## config.mk

```make
export PLATFORM = sky130hd
export DESIGN_NAME = uart_wb_flat
export DESIGN_NICKNAME = d
export VERILOG_FILES = /design/src/source/soc_pkg.sv /design/src/source/wb_slave_if.sv /design/src/source/uart_wb.sv /design/src/flat_wrapper.sv
export SDC_FILE = /design/constraint.sdc
export NUM_CORES = 1
export LEC_CHECK = 0
export BUFFER_PORTS_ARGS = -buffer_cell sky130_fd_sc_hd__buf_2
export CAP_MARGIN = 10
export CORE_MARGIN = 2
export CORE_UTILIZATION = 61
export DETAILED_ROUTE_END_ITERATION = 10
export GPL_TIMING_DRIVEN = 0
export PLACE_DENSITY = 0.85
export SETUP_SLACK_MARGIN = 0.05
export SLEW_MARGIN = 25
export SYNTH_ARGS = -nofsm -noshare
export SYNTH_HDL_FRONTEND = slang
export SYNTH_SLANG_ARGS = --single-unit
```

## constraint.sdc

```tcl
create_clock -name w_clk -period 6.45 [get_ports w_clk]
set_input_delay 0.9675 -clock w_clk [delete_from_list [all_inputs] [get_ports w_clk]]
set_output_delay 0.9675 -clock w_clk [all_outputs]
set_load 0.01 [all_outputs]
```

## src/source/soc_pkg.sv

```systemverilog
`default_nettype none

package soc_pkg;

    typedef logic [31:0] addr_t;                    // bus byte address
    typedef logic [31:0] data_t;
    typedef logic [3:0]  sel_t;                     // one lane per data byte
    typedef logic [3:0]  region_t;                  // address bits 31:28

    localparam region_t REGION_TCM     = 4'd0;
    localparam region_t REGION_UART    = 4'd1;
    localparam region_t REGION_COUNTER = 4'd2;

    localparam int TCM_ADDR_WIDTH = 10;
    localparam int TCM_WORDS      = 2 ** TCM_ADDR_WIDTH;

    typedef logic [TCM_ADDR_WIDTH-1:0] tcm_addr_t;  // byte address bits 11:2

    localparam logic [1:0] UART_REG_DATA   = 2'd0;
    localparam logic [1:0] UART_REG_STATUS = 2'd1;
    localparam logic [1:0] UART_REG_BAUD   = 2'd2;

    typedef logic [15:0] baud_t;                    // clocks per serial bit

    localparam baud_t UART_BAUD_RESET = 16'd16;
    localparam int    UART_DATA_BITS  = 8;

    localparam int RST_HOLD_CYCLES = 4;
    localparam int RST_CNT_WIDTH   = $clog2(RST_HOLD_CYCLES + 1);

    typedef enum logic [1:0] {
        TX_IDLE,
        TX_START,
        TX_DATA,
        TX_STOP
    } uart_tx_state_e;

    typedef enum logic [1:0] {
        RX_IDLE,
        RX_START,
        RX_DATA,
        RX_STOP
    } uart_rx_state_e;

endpackage

`default_nettype wire

```

## src/source/wb_slave_if.sv

```systemverilog
`timescale 1ns/1ns
`default_nettype none

interface wb_slave_if;

    soc_pkg::addr_t adr;
    soc_pkg::data_t wdat;
    soc_pkg::sel_t  sel;
    bit             we;
    bit             dev_sel;        // cyc & stb & region hit
    soc_pkg::data_t rdat;
    bit             ack;

    modport fabric
    (
        output adr,
        output wdat,
        output sel,
        output we,
        output dev_sel,
        input  rdat,
        input  ack
    );

    modport peripheral
    (
        input  adr,
        input  wdat,
        input  sel,
        input  we,
        input  dev_sel,
        output rdat,
        output ack
    );

endinterface

`default_nettype wire

```

## src/source/uart_wb.sv

```systemverilog
`timescale 1ns/1ns
`default_nettype none

module uart_wb
(
    input  logic           w_clk,
    input  logic           i_rst,
    wb_slave_if.peripheral bus,
    input  logic           i_rx,
    output logic           o_tx
);

    soc_pkg::baud_t          r_baud;
    logic [1:0]              w_reg;
    logic                    w_access;
    logic                    w_wr;
    logic                    w_rd_data;
    logic                    w_tx_start;
    logic                    w_tx_busy;

    soc_pkg::uart_tx_state_e r_tx_state;
    soc_pkg::baud_t          r_tx_clk_cnt;
    logic [2:0]              r_tx_bit_cnt;
    logic [7:0]              r_tx_shift;
    logic                    w_tx_bit_done;

    soc_pkg::uart_rx_state_e r_rx_state;
    logic [1:0]              r_rx_sync;
    logic                    w_rx_in;
    soc_pkg::baud_t          r_rx_clk_cnt;
    logic [2:0]              r_rx_bit_cnt;
    logic [7:0]              r_rx_shift;
    logic [7:0]              r_rx_data;
    logic                    r_rx_valid;
    logic                    w_rx_bit_done;
    logic                    w_rx_half;

    assign w_reg      = bus.adr[3:2];
    assign w_access   = bus.dev_sel & ~bus.ack;
    assign w_wr       = w_access & bus.we;
    assign w_rd_data  = w_access & ~bus.we & (w_reg == soc_pkg::UART_REG_DATA);
    assign w_tx_busy  = (r_tx_state != soc_pkg::TX_IDLE);
    assign w_tx_start = w_wr & (w_reg == soc_pkg::UART_REG_DATA) & ~w_tx_busy;   // dropped if busy

    always_ff @(posedge w_clk)
    begin
        if (i_rst)
        begin
            bus.ack <= 1'b0;
            r_baud  <= soc_pkg::UART_BAUD_RESET;
        end
        else
        begin
            bus.ack <= w_access;
            if (w_wr && w_reg == soc_pkg::UART_REG_BAUD)
                r_baud <= bus.wdat[15:0];
        end
    end

    always_ff @(posedge w_clk)
    begin
        if (w_access)
        begin
            case (w_reg)
                soc_pkg::UART_REG_DATA:   bus.rdat <= {24'd0, r_rx_data};
                soc_pkg::UART_REG_STATUS: bus.rdat <= {30'd0, r_rx_valid, w_tx_busy};
                soc_pkg::UART_REG_BAUD:   bus.rdat <= {16'd0, r_baud};
                default:                  bus.rdat <= '0;
            endcase
        end
    end

    // 8N1 transmitter sending lsb first
    assign w_tx_bit_done = (r_tx_clk_cnt == r_baud - 1'b1);

    always_ff @(posedge w_clk)
    begin
        if (i_rst)
        begin
            r_tx_state <= soc_pkg::TX_IDLE;
            o_tx       <= 1'b1;
        end
        else
        begin
            r_tx_clk_cnt <= w_tx_bit_done ? '0 : r_tx_clk_cnt + 1'b1;
            case (r_tx_state)
                soc_pkg::TX_IDLE:
                begin
                    if (w_tx_start)
                    begin
                        r_tx_state   <= soc_pkg::TX_START;
                        r_tx_shift   <= bus.wdat[7:0];
                        r_tx_clk_cnt <= '0;
                        o_tx         <= 1'b0;       // start bit
                    end
                end
                soc_pkg::TX_START:
                begin
                    if (w_tx_bit_done)
                    begin
                        r_tx_state   <= soc_pkg::TX_DATA;
                        r_tx_bit_cnt <= '0;
                        o_tx         <= r_tx_shift[0];
                        r_tx_shift   <= r_tx_shift >> 1;
                    end
                end
                soc_pkg::TX_DATA:
                begin
                    if (w_tx_bit_done)
                    begin
                        if (r_tx_bit_cnt == soc_pkg::UART_DATA_BITS - 1)
                        begin
                            r_tx_state <= soc_pkg::TX_STOP;
                            o_tx       <= 1'b1;
                        end
                        else
                        begin
                            r_tx_bit_cnt <= r_tx_bit_cnt + 1'b1;
                            o_tx         <= r_tx_shift[0];
                            r_tx_shift   <= r_tx_shift >> 1;
                        end
                    end
                end
                soc_pkg::TX_STOP:
                begin
                    if (w_tx_bit_done)
                        r_tx_state <= soc_pkg::TX_IDLE;
                end
                default: r_tx_state <= soc_pkg::TX_IDLE;
            endcase
        end
    end

    // receiver
    assign w_rx_in       = r_rx_sync[1];
    assign w_rx_bit_done = (r_rx_clk_cnt == r_baud - 1'b1);
    assign w_rx_half     = (r_rx_clk_cnt == (r_baud >> 1));

    always_ff @(posedge w_clk)
    begin
        if (i_rst)
        begin
            r_rx_sync  <= 2'b11;
            r_rx_state <= soc_pkg::RX_IDLE;
            r_rx_valid <= 1'b0;
        end
        else
        begin
            r_rx_sync    <= {r_rx_sync[0], i_rx};
            r_rx_clk_cnt <= w_rx_bit_done ? '0 : r_rx_clk_cnt + 1'b1;
            if (w_rd_data)
                r_rx_valid <= 1'b0;
            case (r_rx_state)
                soc_pkg::RX_IDLE:
                begin
                    r_rx_clk_cnt <= '0;
                    if (!w_rx_in)
                        r_rx_state <= soc_pkg::RX_START;
                end
                soc_pkg::RX_START:
                begin
                    if (w_rx_half)
                    begin
                        r_rx_clk_cnt <= '0;     // later samples land mid-bit
                        r_rx_bit_cnt <= '0;
                        r_rx_state   <= w_rx_in ? soc_pkg::RX_IDLE : soc_pkg::RX_DATA;
                    end
                end
                soc_pkg::RX_DATA:
                begin
                    if (w_rx_bit_done)
                    begin
                        r_rx_shift   <= {w_rx_in, r_rx_shift[7:1]};
                        r_rx_bit_cnt <= r_rx_bit_cnt + 1'b1;
                        if (r_rx_bit_cnt == soc_pkg::UART_DATA_BITS - 1)
                            r_rx_state <= soc_pkg::RX_STOP;
                    end
                end
                soc_pkg::RX_STOP:
                begin
                    if (w_rx_bit_done)
                    begin
                        r_rx_state <= soc_pkg::RX_IDLE;
                        if (w_rx_in)            // framing error drops the byte
                        begin
                            r_rx_data  <= r_rx_shift;
                            r_rx_valid <= 1'b1;
                        end
                    end
                end
                default: r_rx_state <= soc_pkg::RX_IDLE;
            endcase
        end
    end

endmodule

`default_nettype wire

```

## src/flat_wrapper.sv

```systemverilog
// flat-port wrapper written by rule: the top's interface ports become plain ports
module uart_wb_flat 
  (w_clk, i_rst, i_rx, o_tx, bus_adr, bus_wdat, bus_sel, bus_we, bus_dev_sel, bus_rdat, bus_ack);
  wb_slave_if bus_i ();
  input  logic w_clk;
  input  logic i_rst;
  input  logic i_rx;
  output logic o_tx;
  input wire logic [$bits(bus_i.adr)-1:0] bus_adr;
  input wire logic [$bits(bus_i.wdat)-1:0] bus_wdat;
  input wire logic [$bits(bus_i.sel)-1:0] bus_sel;
  input wire logic [$bits(bus_i.we)-1:0] bus_we;
  input wire logic [$bits(bus_i.dev_sel)-1:0] bus_dev_sel;
  output wire logic [$bits(bus_i.rdat)-1:0] bus_rdat;
  output wire logic [$bits(bus_i.ack)-1:0] bus_ack;
  assign bus_i.adr = bus_adr;
  assign bus_i.wdat = bus_wdat;
  assign bus_i.sel = bus_sel;
  assign bus_i.we = bus_we;
  assign bus_i.dev_sel = bus_dev_sel;
  assign bus_rdat = bus_i.rdat;
  assign bus_ack = bus_i.ack;
  uart_wb u_core (.w_clk(w_clk), .i_rst(i_rst), .bus(bus_i), .i_rx(i_rx), .o_tx(o_tx));
endmodule
```

=== Word-level counts from Yosys, hierarchy flattened ===
Index checks and enable logic that the tools add are counted.

* Bitwise logic cells: 10
* Equal/unequal tests: 24
* Reductions and logical operators: 16
* Add/sub/neg operators: 5
* Multiplexer cells: 41

{| class="wikitable"
|+ Operator list
! kind !! number
|-
| 16-bit two-way mux || 5
|-
| 16-bit one-hot mux with 3 select lines || 1
|-
| 16-bit by 1-bit adder with 16-bit output (second input constant) || 2
|-
| 16-bit == test || 2
|-
| 8-bit two-way mux || 4
|-
| 16-bit one-hot mux with 2 select lines || 1
|-
| 8-bit one-hot mux with 3 select lines || 1
|-
| 2-bit two-way mux || 11
|-
| 2-bit by 1-bit inequality test with 1-bit output (second input constant) || 9
|-
| 16-bit by 15-bit == test with 1-bit output || 1
|-
| 2-bit one-hot mux with 4 select lines || 2
|-
| 16-bit by 1-bit subtractor with 16-bit output (second input constant) || 1
|-
| 3-bit two-way mux || 5
|-
| 5-bit AND reduction || 3
|-
| 3-bit one-hot mux with 2 select lines || 2
|-
| 4-bit AND reduction || 3
|-
| 2-bit == test (second input constant) || 5
|-
| 1-bit two-way mux || 8
|-
| 3-bit by 1-bit adder with 3-bit output (second input constant) || 2
|-
| 1-bit AND || 6
|-
| 2-bit by 1-bit == test with 1-bit output (second input constant) || 3
|-
| 3-bit == test (second input constant) || 2
|-
| 2-bit logical NOT || 3
|-
| 6-bit AND reduction || 1
|-
| 7 further kinds || 13
|}

* Flip-flop bits (word level): 119
* Word-level logic and storage cells: 111

=== Logic depth before layout (Yosys ltp) ===
Gate-level depths: netlist (run 1).

* Depth after elaboration: 8
* Mapped depth: 13

=== Least setup slack after synthesis (run 1) ===
No wires, ideal clock.

* Path kind: register to register
* From: register u_core.r_baud[0]
* To: register u_core.r_tx_shift[0] (enable)
* Setup time: 373 ps
* Buffers on the path: 2
* Path slack: 2,596 ps
* Period minus slack after synthesis: 3,854 ps
* Cell stages (with the launch flop): 13
* Arrival: 3,480 ps
* Data required time: 6,077 ps
* Path through: dfxtp_1 > buf_2 > inv_1 > ha_1 > or4b_1 > clkbuf_2 > nor3_1 > xnor3_1 > nand2_1 > or3_1 > or4b_4 > or2_4 > a211oi_2

* Cells in the longest elaborated chain, start to end: 4
* Elaborated cells between the ends (all ways): 5

{| class="wikitable"
|+ Ends and longest elaborated chain
! item !! line !! RTL
|-
| from (decl) || uart_wb.sv:13 || <nowiki>soc_pkg::baud_t r_baud;</nowiki>
|-
| from (signal assigned) || uart_wb.sv:50 || <nowiki>r_baud <= soc_pkg::UART_BAUD_RESET;</nowiki>
|-
| from (signal assigned) || uart_wb.sv:56 || <nowiki>r_baud <= bus.wdat[15:0];</nowiki>
|-
| 16-bit by 1-bit subtractor with 16-bit output * || uart_wb.sv:74 || <nowiki>assign w_tx_bit_done = (r_tx_clk_cnt == r_baud - 1'b1);</nowiki>
|-
| 16-bit == test * || uart_wb.sv:74 ||
|-
| 2-bit by 1-bit inequality test with 1-bit output (no line) || -- ||
|-
| 6-bit AND reduction (no line) * || -- ||
|-
| to (signal assigned) || uart_wb.sv:92 || <nowiki>r_tx_shift <= bus.wdat[7:0];</nowiki>
|-
| to (signal assigned) || uart_wb.sv:104 || <nowiki>r_tx_shift <= r_tx_shift >> 1;</nowiki>
|-
| to (signal assigned) || uart_wb.sv:120 || <nowiki>r_tx_shift <= r_tx_shift >> 1;</nowiki>
|-
| to (decl) || uart_wb.sv:24 || <nowiki>logic [7:0] r_tx_shift;</nowiki>
|}

Mark *: on every way between the ends. The rest lies on a longest branch, timed or not.
A chain may end at the register's enable or synchronous reset.

=== Final worst setup path (run 1) ===
* From: register u_core.r_baud[0]
* To: register u_core.r_tx_shift[3] (enable)

Same word-level chain as after synthesis.

==> results of run 1 <==
-- layout by cell type (no fill, tap or decap), types with 4 or more instances in the layout --
| cell | instances |
|---|---|
| conb_1 | 16 |
| xnor2_1 | 39 |
| nand3b_1 | 5 |
| nand4b_1 | 4 |
| a21oi_1 | 21 |
| xor2_1 | 36 |
| dfxtp_1 | 25 |
| nor2b_1 | 5 |
| clkbuf_8 | 9 |
| edfxtp_1 | 78 |
| mux2_2 | 7 |
| nor3_1 | 13 |
| xnor3_1 | 4 |
| and3_1 | 10 |
| nand4_1 | 5 |
| or2_2 | 5 |
| nand2b_1 | 5 |
| clkbuf_1 | 28 |
| o21ai_0 | 14 |
| buf_2 | 45 |
| inv_1 | 11 |
| nor2_1 | 60 |
| nand3_1 | 24 |
| or3_1 | 5 |
| buf_4 | 20 |
| mux2i_1 | 13 |
| nor4_1 | 8 |
| ha_1 | 16 |
| and2_1 | 14 |
| nand2_1 | 64 |
-- registers in the layout, indices dropped and copies added (netlist names), named ones only --
register             cells
u_core.r_rx_valid        1
u_core.o_tx              1
u_core.r_tx_clk_cnt     16
u_core.bus.ack           1
u_core.bus.rdat         16
u_core.r_tx_shift        8
u_core.r_rx_bit_cnt      3
u_core.r_tx_bit_cnt      3
u_core.r_rx_shift        8
u_core.r_rx_state        1
u_core.r_tx_state        2
u_core.r_rx_data         8
u_core.r_baud           16
u_core.r_rx_clk_cnt     16
u_core.r_rx_sync         2
-- layer usage --
metal | share of wire, % | track usage (%)
met2 | 48 | 46.4
met4 | 2.2 | 8.67
met3 | 7.9 | 3.24
met5 | 0 | 0
met1 | 41 | 37.1
-- power breakdown --
group / internal, W / switching, W / total (W) / leakage [nW]
Sequential: 0.000786 / 0.0000374 / 0.000824 / 0.959
Clock: 0.000150 / 0.000247 / 0.000397 / 0.0960
Combinational: 0.000169 / 0.000230 / 0.000399 / 1.53
-- cell families after synthesis --
kind of cell / count (synthesis)
AO/OA/AOI/OAI: 75
XOR/XNOR: 79
adder cells (fa/ha/maj): 16
buffers and inverters: 72
flip-flops: 103
multiplexers: 20
other: 1
AND/OR/NAND/NOR: 250
-- stage by stage --
stage	hold slack [ns]	cells	setup slack [ns]	utilization (%)	total power [W]
after floorplan	0.389	631	2.60	-	0.00113
after global placement	0.405	803	2.20	67.5	0.00121
after detailed placement	0.418	803	2.11	67.5	0.00123
after CTS	0.423	819	2.09	69.5	0.00162
after global routing	0.427	819	1.89	69.5	0.00169
final	0.420	819	2.08	69.5	0.00162
-- final cells by class --
class                           count  area, um2  area share [%]
Clock buffer                        9        124            1.81
Multi-Input combinational cell    456       3050            44.7
Inverter                           12       45.0           0.660
Buffer                             60        332            4.86
Tap cell                          133        166            2.44
Sequential cell                   103       2840            41.6
Clock inverter                      7       68.8            1.01
Timing Repair Buffer               39        195            2.86
-- path summary, 6_finish.rpt --
kind / endpoint / slack (ns) / cells past startpoint
setup / recovery: u_core.r_tx_shift[3] / 2.08 / 12
hold / removal: u_core.r_rx_data[0] / 0.42 / 0
setup reg to reg: u_core.r_tx_shift[3] / 2.08 / 12
hold reg to reg: u_core.r_rx_data[0] / 0.42 / 0
==> impl_metrics.ini, run 1 <==
[routing]
viasPerCell = 5.95
dr.pass1.iters = 7
wl_um = 14700
drc = 0
vias = 4870
antenna_left = 0
drt_iter0_markers = 412
avgRoutedWirePerCell_um = 18.0

[cts]
path_clk_slew_ns = 0.11
cts_root_buf = clkbuf_8
clock-sinks = 103
hold_buffers = 0
cts_tree = built
clk_latency_ns = 0.38
cts_max_path_buffers = 2
cts_buffers = 9
post_cts_buffers = 0
ctsHtreeMaxLevel = 3
cts_resized = 0

[floorplanning]
die-area_um2 = 11000
fp.dieH_um = 105
initial_core_util_pct = 63.2
core_um2 = 9820
io_pins = 107
rows = 36
die_w_um = 105

[sta]
worstMarginPinSlew_ns = 1.05
setup_viol = 0
skew_ns = 0.0137
grt_setup_unrepaired = false
slew_headroom_pct = 27.9
period_minus_slack_ns = 4.37
fin_crit_sh_pct = 67.8
hold_viol = 0
max_freq_mhz = 229
fin_tns_setup_ns = 0
drv_slew = 0

[place]
port_buffers = 39
place_hpwl_um = 10700
placed_cell_area_um2 = 6630
place_congestion = 0.961

[synthesis]
synth_fa_ha_area_share_pct = 3.23
syn_avg_cell_area_um2 = 10.1
yosys_register_bits = 103
yosysSeqAreaShare_pct = 45.8
yosysWarnings = 0
synth_top_family_by_area = simple AND/OR/NAND/NOR gates
synth.top_cell.area_share_pct = 37.7
yosys-top-cells-count = edfxtp_1 (78), nand2_1 (64), nor2_1 (60), xnor2_1 (39), xor2_1 (36)
synthFlopType = edfxtp_1
async_flop_share_pct = 0
synth_compound_area_share_pct = 8.25
yosys-top-cells-area = edfxtp_1 (38%), dfxtp_1 (8.1%), xnor2_1 (5.5%), xor2_1 (5.1%), nand2_1 (3.9%)
ys_types = 72
synth_xor_area_share_pct = 12.0
synth_mux_area_share_pct = 3.37
yosysMostFrequentCell = edfxtp_1
yosys.area_share.simple_pct = 21.2
synth_edf_count = 78
postSynthCellCount = 616
synth.cell_area_um2 = 6210
synth_top_area_cell = edfxtp_1

[worst_setup_path]
max_stage_delay_ns = 0.62
cp_top_family = simple AND/OR/NAND/NOR gates
crit_required_ns = 6.47
cp-start-kind = flop
critPathCaptureType = flop
worstSetupStartpoint = u_core.r_baud[0]
cp.arrival_ns = 4.39
crit_slowest_cell = a211oi_2
worstReg2RegStart = u_core.r_baud[0]
crit_buf_inv = 3
crit_path_cell_trace = buf_2 -> inv_1 -> ha_1 -> or4b_1 -> clkbuf_2 -> nor3_1 -> xnor3_1 -> nand2_1 -> or3_1 -> or4b_4 -> or2_4 -> a211oi_2
path_max_fanout = 10
path_class = reg2reg

[global_routing]
grt_pass1_wl_um = 23700
grt.overflow.total = 0
track_usage_pct = 27.5
grt_start_max_net_pins = 37
antenna_found_initial = 0
grt_pass1_vias = 4688

[final_layout]
fin_nets = 770
antennaDiodeCount = 0
nFillCells = 769
drive_gt1_share_pct = 16.6
syn2layout_area_growth_pct = 10.0
final_cell_area_um2 = 6830

[status]
run_status = completed

[power]
p_leak_nw = 2.58
power_density_nw_per_um2 = 237
irDropWorstVdd_uv = 186

[worst_hold_path]
hold_start = u_core.r_rx_shift[0]
hold_class = reg2reg

[flow_run]
drv_cap = 0
Power figures use the tool's default switching activity.
==> inputs of run 2 (changes only) <==
--- a/config.mk
+++ b/config.mk
@@ -8,10 +8,10 @@
 export BUFFER_PORTS_ARGS = -buffer_cell sky130_fd_sc_hd__buf_2
 export CAP_MARGIN = 10
 export CORE_MARGIN = 2
-export CORE_UTILIZATION = 61
+export CORE_UTILIZATION = 51
 export DETAILED_ROUTE_END_ITERATION = 10
 export GPL_TIMING_DRIVEN = 0
-export PLACE_DENSITY = 0.85
+export PLACE_DENSITY = 0.75
 export SETUP_SLACK_MARGIN = 0.05
 export SLEW_MARGIN = 25
 export SYNTH_ARGS = -nofsm -noshare
==> constraint.sdc (replaced) <==
create_clock -name w_clk -period 3.55 [get_ports w_clk]
set_input_delay 0.5325 -clock w_clk [delete_from_list [all_inputs] [get_ports w_clk]]
set_output_delay 0.5325 -clock w_clk [all_outputs]
set_load 0.01 [all_outputs]
==> impl_metrics.ini, run 2 (synthesized netlist as in run 1, its figures left out) <==
[global_routing]
grt_pass1_wl_um = 24300
antenna_found_initial = 0
grt.overflow.total = 0
grt_start_max_net_pins = 37
track_usage_pct = 24.3
grt_pass1_vias = 4738

[worst_setup_path]
cp_top_family = simple AND/OR/NAND/NOR gates
worstReg2RegStart = u_core.r_baud[7]
regToRegEndpoint = u_core.r_tx_shift[0]
ff2ff_path_depth = 10
r2r_setup_slack_ns = 0.02
cp.arrival_ns = 3.60
crit_path_cell_trace = buf_6 -> or4_4 -> buf_8 -> nor4_1 -> mux2i_1 -> nor4b_1 -> or4b_4 -> or2_4 -> a211oi_4 -> buf_12
critPathCaptureType = flop
crit_required_ns = 3.62
max_stage_delay_ns = 0.55
cp-start-kind = flop
path_class = reg2reg
path_max_fanout = 8
crit_slowest_cell = or4_4
crit_buf_inv = 3

[final_layout]
syn2layout_area_growth_pct = 17.8
antennaDiodeCount = 0
final_cell_area_um2 = 7310
final_common_cell = edfxtp_1
drive_gt1_share_pct = 22.1
nFillCells = 966
final_cell_mix = edfxtp_1 (78), nand2_1 (64), nor2_1 (60), buf_2 (43), buf_4 (39)
stdcell_count = 852
fin_nets = 789

[floorplanning]
rows = 40
core_um2 = 12000
io_pins = 107
die_w_um = 114
die-area_um2 = 13100
initial_core_util_pct = 51.9
fp.dieH_um = 114

[cts]
ctsHtreeMaxLevel = 3
cts_root_buf = clkbuf_16
cts_buffers = 9
cts_tree = built
hold_buffers = 0
clock-sinks = 103
cts_max_path_buffers = 2
path_clk_slew_ns = 0.08
clk_latency_ns = 0.35

[routing]
viasPerCell = 5.75
antenna_left = 0
wl_um = 15500
drc = 0
avgRoutedWirePerCell_um = 18.2
drt_iter0_markers = 474
dr.pass1.iters = 7
vias = 4902

[worst_hold_path]
hold_start = i_rx
hold_class = in2reg
whs_path_depth = 2
min_to = u_core.r_rx_sync[0]

[place]
placed_cell_area_um2 = 6710
post-place-cells = 817
port_buffers = 39
place_congestion = 0.893
place_hpwl_um = 10700

[sta]
hold_viol = 0
drv_slew = 0
worstMarginPinSlew_ns = 0.793
max_freq_mhz = 283
setup_viol = 0
skew_ns = 0.00851
grt_setup_unrepaired = true
slew_headroom_pct = 47.1
holdWs_ns = 0.362
fin_crit_sh_pct = 99.4
period_minus_slack_ns = 3.53

[status]
run_status = completed

[flow_run]
drv_cap = 0

[power]
power_density_nw_per_um2 = 450
total_power_w = 0.00329
p_leak_nw = 2.80
irDropWorstVdd_uv = 386
[run 2: area by class of cell]
| type | instances | area, um2 | area share, % |
|---|---|---|---|
| Buffer | 56 | 335 | 4.59 |
| Clock inverter | 7 | 78.8 | 1.08 |
| Inverter | 12 | 50.0 | 0.685 |
| Multi-Input combinational cell | 456 | 3180 | 43.5 |
| Tap cell | 147 | 184 | 2.52 |
| Timing Repair Buffer | 62 | 410 | 5.61 |
| Clock buffer | 9 | 225 | 3.08 |
| Sequential cell | 103 | 2850 | 38.9 |
[run 2: metal layers]
metal | GRT usage, % | part of all wire, %
met1 | 33.0 | 43
met2 | 39.8 | 47
met3 | 3.92 | 6.9
met4 | 8.70 | 2.6
met5 | 0 | 0
[run 2: timing repair]
action / in CTS / in global routing
gates cloned: 0 / 1
gates resized for setup: 16 / 18
pin swaps: 11 / 12
setup buffers: 14 / 8
setup endpoints to repair: 50 / 41
[run 2: worst max-delay path by stage]
stage | start | to | slack [ns] | cells past startpoint
after floorplan | u_core.r_baud[0] | u_core.r_tx_shift[0] | 0.02 | 11
after CTS | u_core.r_baud[1] | u_core.r_tx_shift[6] | -0.05 | 11
after global routing | u_core.r_baud[0] | u_core.r_tx_shift[7] | -0.02 | 10
final | u_core.r_baud[7] | u_core.r_tx_shift[0] | 0.02 | 10
after global placement | u_core.r_baud[4] | u_core.r_rx_shift[3] | -0.65 | 9
after detailed placement | u_core.r_baud[4] | u_core.r_rx_data[4] | -0.83 | 9
[run 2: report_power, final]
part	total, W	internal (W)	leakage, nW	switching (W)
clock	0.00101	0.000506	0.149	0.000505
combinational	0.000786	0.000352	1.70	0.000434
sequential	0.00149	0.00143	0.959	0.0000665
[run 2: stage by stage]
step,setup TNS [ns],utilization [%],setup slack [ns]
floorplan,0,-,0.0216
CTS,-0.501,60.1,-0.0503
detailed placement,-17.13,56.1,-0.833
global route,-0.125,61.1,-0.0158
global placement,-14.10,56.0,-0.650
finish,0,61.1,0.0202
==> inputs of run 3 (changes only) <==
--- a/config.mk
+++ b/config.mk
@@ -8,10 +8,10 @@
 export BUFFER_PORTS_ARGS = -buffer_cell sky130_fd_sc_hd__buf_2
 export CAP_MARGIN = 10
 export CORE_MARGIN = 2
-export CORE_UTILIZATION = 51
+export CORE_UTILIZATION = 57
 export DETAILED_ROUTE_END_ITERATION = 10
 export GPL_TIMING_DRIVEN = 0
-export PLACE_DENSITY = 0.75
+export PLACE_DENSITY = 0.8
 export SETUP_SLACK_MARGIN = 0.05
 export SLEW_MARGIN = 25
 export SYNTH_ARGS = -nofsm -noshare
==> constraint.sdc (replaced) <==
create_clock -name w_clk -period 3.4 [get_ports w_clk]
set_input_delay 0.51 -clock w_clk [delete_from_list [all_inputs] [get_ports w_clk]]
set_output_delay 0.51 -clock w_clk [all_outputs]
set_load 0.01 [all_outputs]
==> impl_metrics.ini, run 3 (synthesized netlist as in run 1, its figures left out) <==
[worst_setup_path]
crit_buf_inv = 2
crit_path_cell_trace = buf_6 -> or4b_4 -> or3_4 -> o2bb2ai_2 -> or3_4 -> or4b_4 -> a21o_4 -> a211oi_4 -> buf_12
r2r_setup_slack_ns = -0.14
critPathCaptureType = flop
cp-start-kind = flop
ff2ff_path_depth = 9
cp.arrival_ns = 3.64
crit_slowest_cell = or4b_4
worstReg2RegStart = u_core.r_baud[2]
max_stage_delay_ns = 0.60
regToRegEndpoint = u_core.r_tx_shift[2]
path_max_fanout = 10
cp_top_family = simple AND/OR/NAND/NOR gates
path_class = reg2reg
crit_required_ns = 3.50

[sta]
holdWs_ns = 0.326
grt_setup_unrepaired = true
slew_headroom_pct = 46.8
period_minus_slack_ns = 3.54
skew_ns = 0.0158
max_freq_mhz = 282
layout_setup_ws_ns = -0.141
fin_tns_setup_ns = -1.20
drv_slew = 0
hold_viol = 0
fin_crit_sh_pct = 104
setup_viol = 11
worstMarginPinSlew_ns = 0.799

[flow_run]
drv_cap = 0

[global_routing]
grt_pass1_wl_um = 24600
grt.overflow.total = 0
grt_pass1_vias = 4927
track_usage_pct = 27.5
antenna_found_initial = 0
grt_start_max_net_pins = 37

[final_layout]
antennaDiodeCount = 0
drive_gt1_share_pct = 24.1
final_common_cell = edfxtp_1
syn2layout_area_growth_pct = 18.3
final_cell_mix = edfxtp_1 (78), nand2_1 (63), nor2_1 (60), buf_4 (47), buf_2 (43)
final_cell_area_um2 = 7340
fin_nets = 798
final_util_pct = 68.3

[cts]
clk_latency_ns = 0.38
cts_buffers = 9
path_clk_slew_ns = 0.10
clock-sinks = 103
cts_root_buf = clkbuf_8
cts_tree = built
hold_buffers = 0
ctsHtreeMaxLevel = 3
cts_max_path_buffers = 2

[power]
p_leak_nw = 2.81
power_density_nw_per_um2 = 437
irDropWorstVdd_uv = 422

[routing]
drt_iter0_markers = 440
drc = 0
dr.pass1.iters = 6
antenna_left = 0
vias = 5142
wl_um = 15700
viasPerCell = 6.02
avgRoutedWirePerCell_um = 18.4

[worst_hold_path]
whs_path_depth = 2
min_to = u_core.r_rx_sync[0]
hold_class = in2reg
hold_start = i_rx

[place]
port_buffers = 39
place_hpwl_um = 10600
place_congestion = 0.918
placed_cell_area_um2 = 6700

[floorplanning]
die_w_um = 108
io_pins = 107
fp.dieH_um = 108
core_um2 = 10700
initial_core_util_pct = 57.8
rows = 38
die-area_um2 = 11700

[status]
run_status = finished with violations
failed_checks = negative setup slack
## run 3: cell count changes in the layout (fill, tap and decap cells not counted), sizes merged
cell      delta
clkbuf       -3
inv          -3
bufinv       +1
clkinvlp     +1
buf         +13
## run 3: worst reg2reg max path, stage by stage, from the launching register on
cell and delay [ns]:
dfxtp_1 0.32, buf_6 0.16, or4b_4 0.61, or3_4 0.42, o2bb2ai_2 0.13, or3_4 0.35, or4b_4 0.57, a21o_4 0.26
a211oi_4 0.28, buf_12 0.16
## run 3: cell type report
cell class	count	area, um2
plain buffers	56	340
clock buffers	10	128
clock inverters	6	66.3
fillers	814	3400
inverters	12	50.0
multi-input cells	456	3260
flip-flops and latches	103	2850
well taps	140	175
repair buffers	71	477
## run 3: what timing repair did
| item | 4_1_cts | 5_1_grt |
|---|---|---|
| pin swaps | 12 | 18 |
| gates resized for setup | 22 | 34 |
| hold endpoints to repair | 0 | 0 |
| gates cloned | 1 | 0 |
| setup endpoints to repair | 58 | 59 |
| buffers inserted | 16 | 15 |
## run 3: report_power, final
group	switching (W)	total [W]	internal, W
combinational	0.000482	0.000867	0.000385
sequential	0.0000739	0.00157	0.00149
clock	0.000434	0.000779	0.000345
## run 3: worst max-delay path by stage
stage,from,to,slack (ns),depth (start not counted)
6_report,u_core.r_baud[2],u_core.r_tx_shift[2],-0.14,9
5_1_grt,u_core.r_baud[7],u_core.r_tx_shift[5],-0.19,11
4_1_cts,u_core.r_baud[0],u_core.r_tx_shift[2],-0.26,12
3_5_place_dp,u_core.r_baud[4],u_core.r_rx_data[6],-0.94,9
3_3_place_gp,u_core.r_baud[4],u_core.r_rx_shift[3],-0.83,9
2_1_floorplan,u_core.r_baud[0],u_core.r_tx_shift[0],-0.13,11
## run 3: through the flow
stage | total power, W | setup slack, ns | std cells
2_1_floorplan | 0.00216 | -0.128 | 631
3_3_place_gp | 0.00231 | -0.831 | 810
3_5_place_dp | 0.00235 | -0.942 | 810
4_1_cts | 0.00316 | -0.256 | 842
5_1_grt | 0.00336 | -0.187 | 854
6_report | 0.00321 | -0.141 | 854
## run 3: metal layers
layer | wire length [um] | track usage [%] | vias up
met5 | 0 | 0 | -
met4 | 592 | 12.5 | 0
met3 | 1340 | 5.36 | 77
met2 | 7710 | 46.1 | 284
met1 | 6080 | 34.5 | 2455
li1 | - | - | 2326
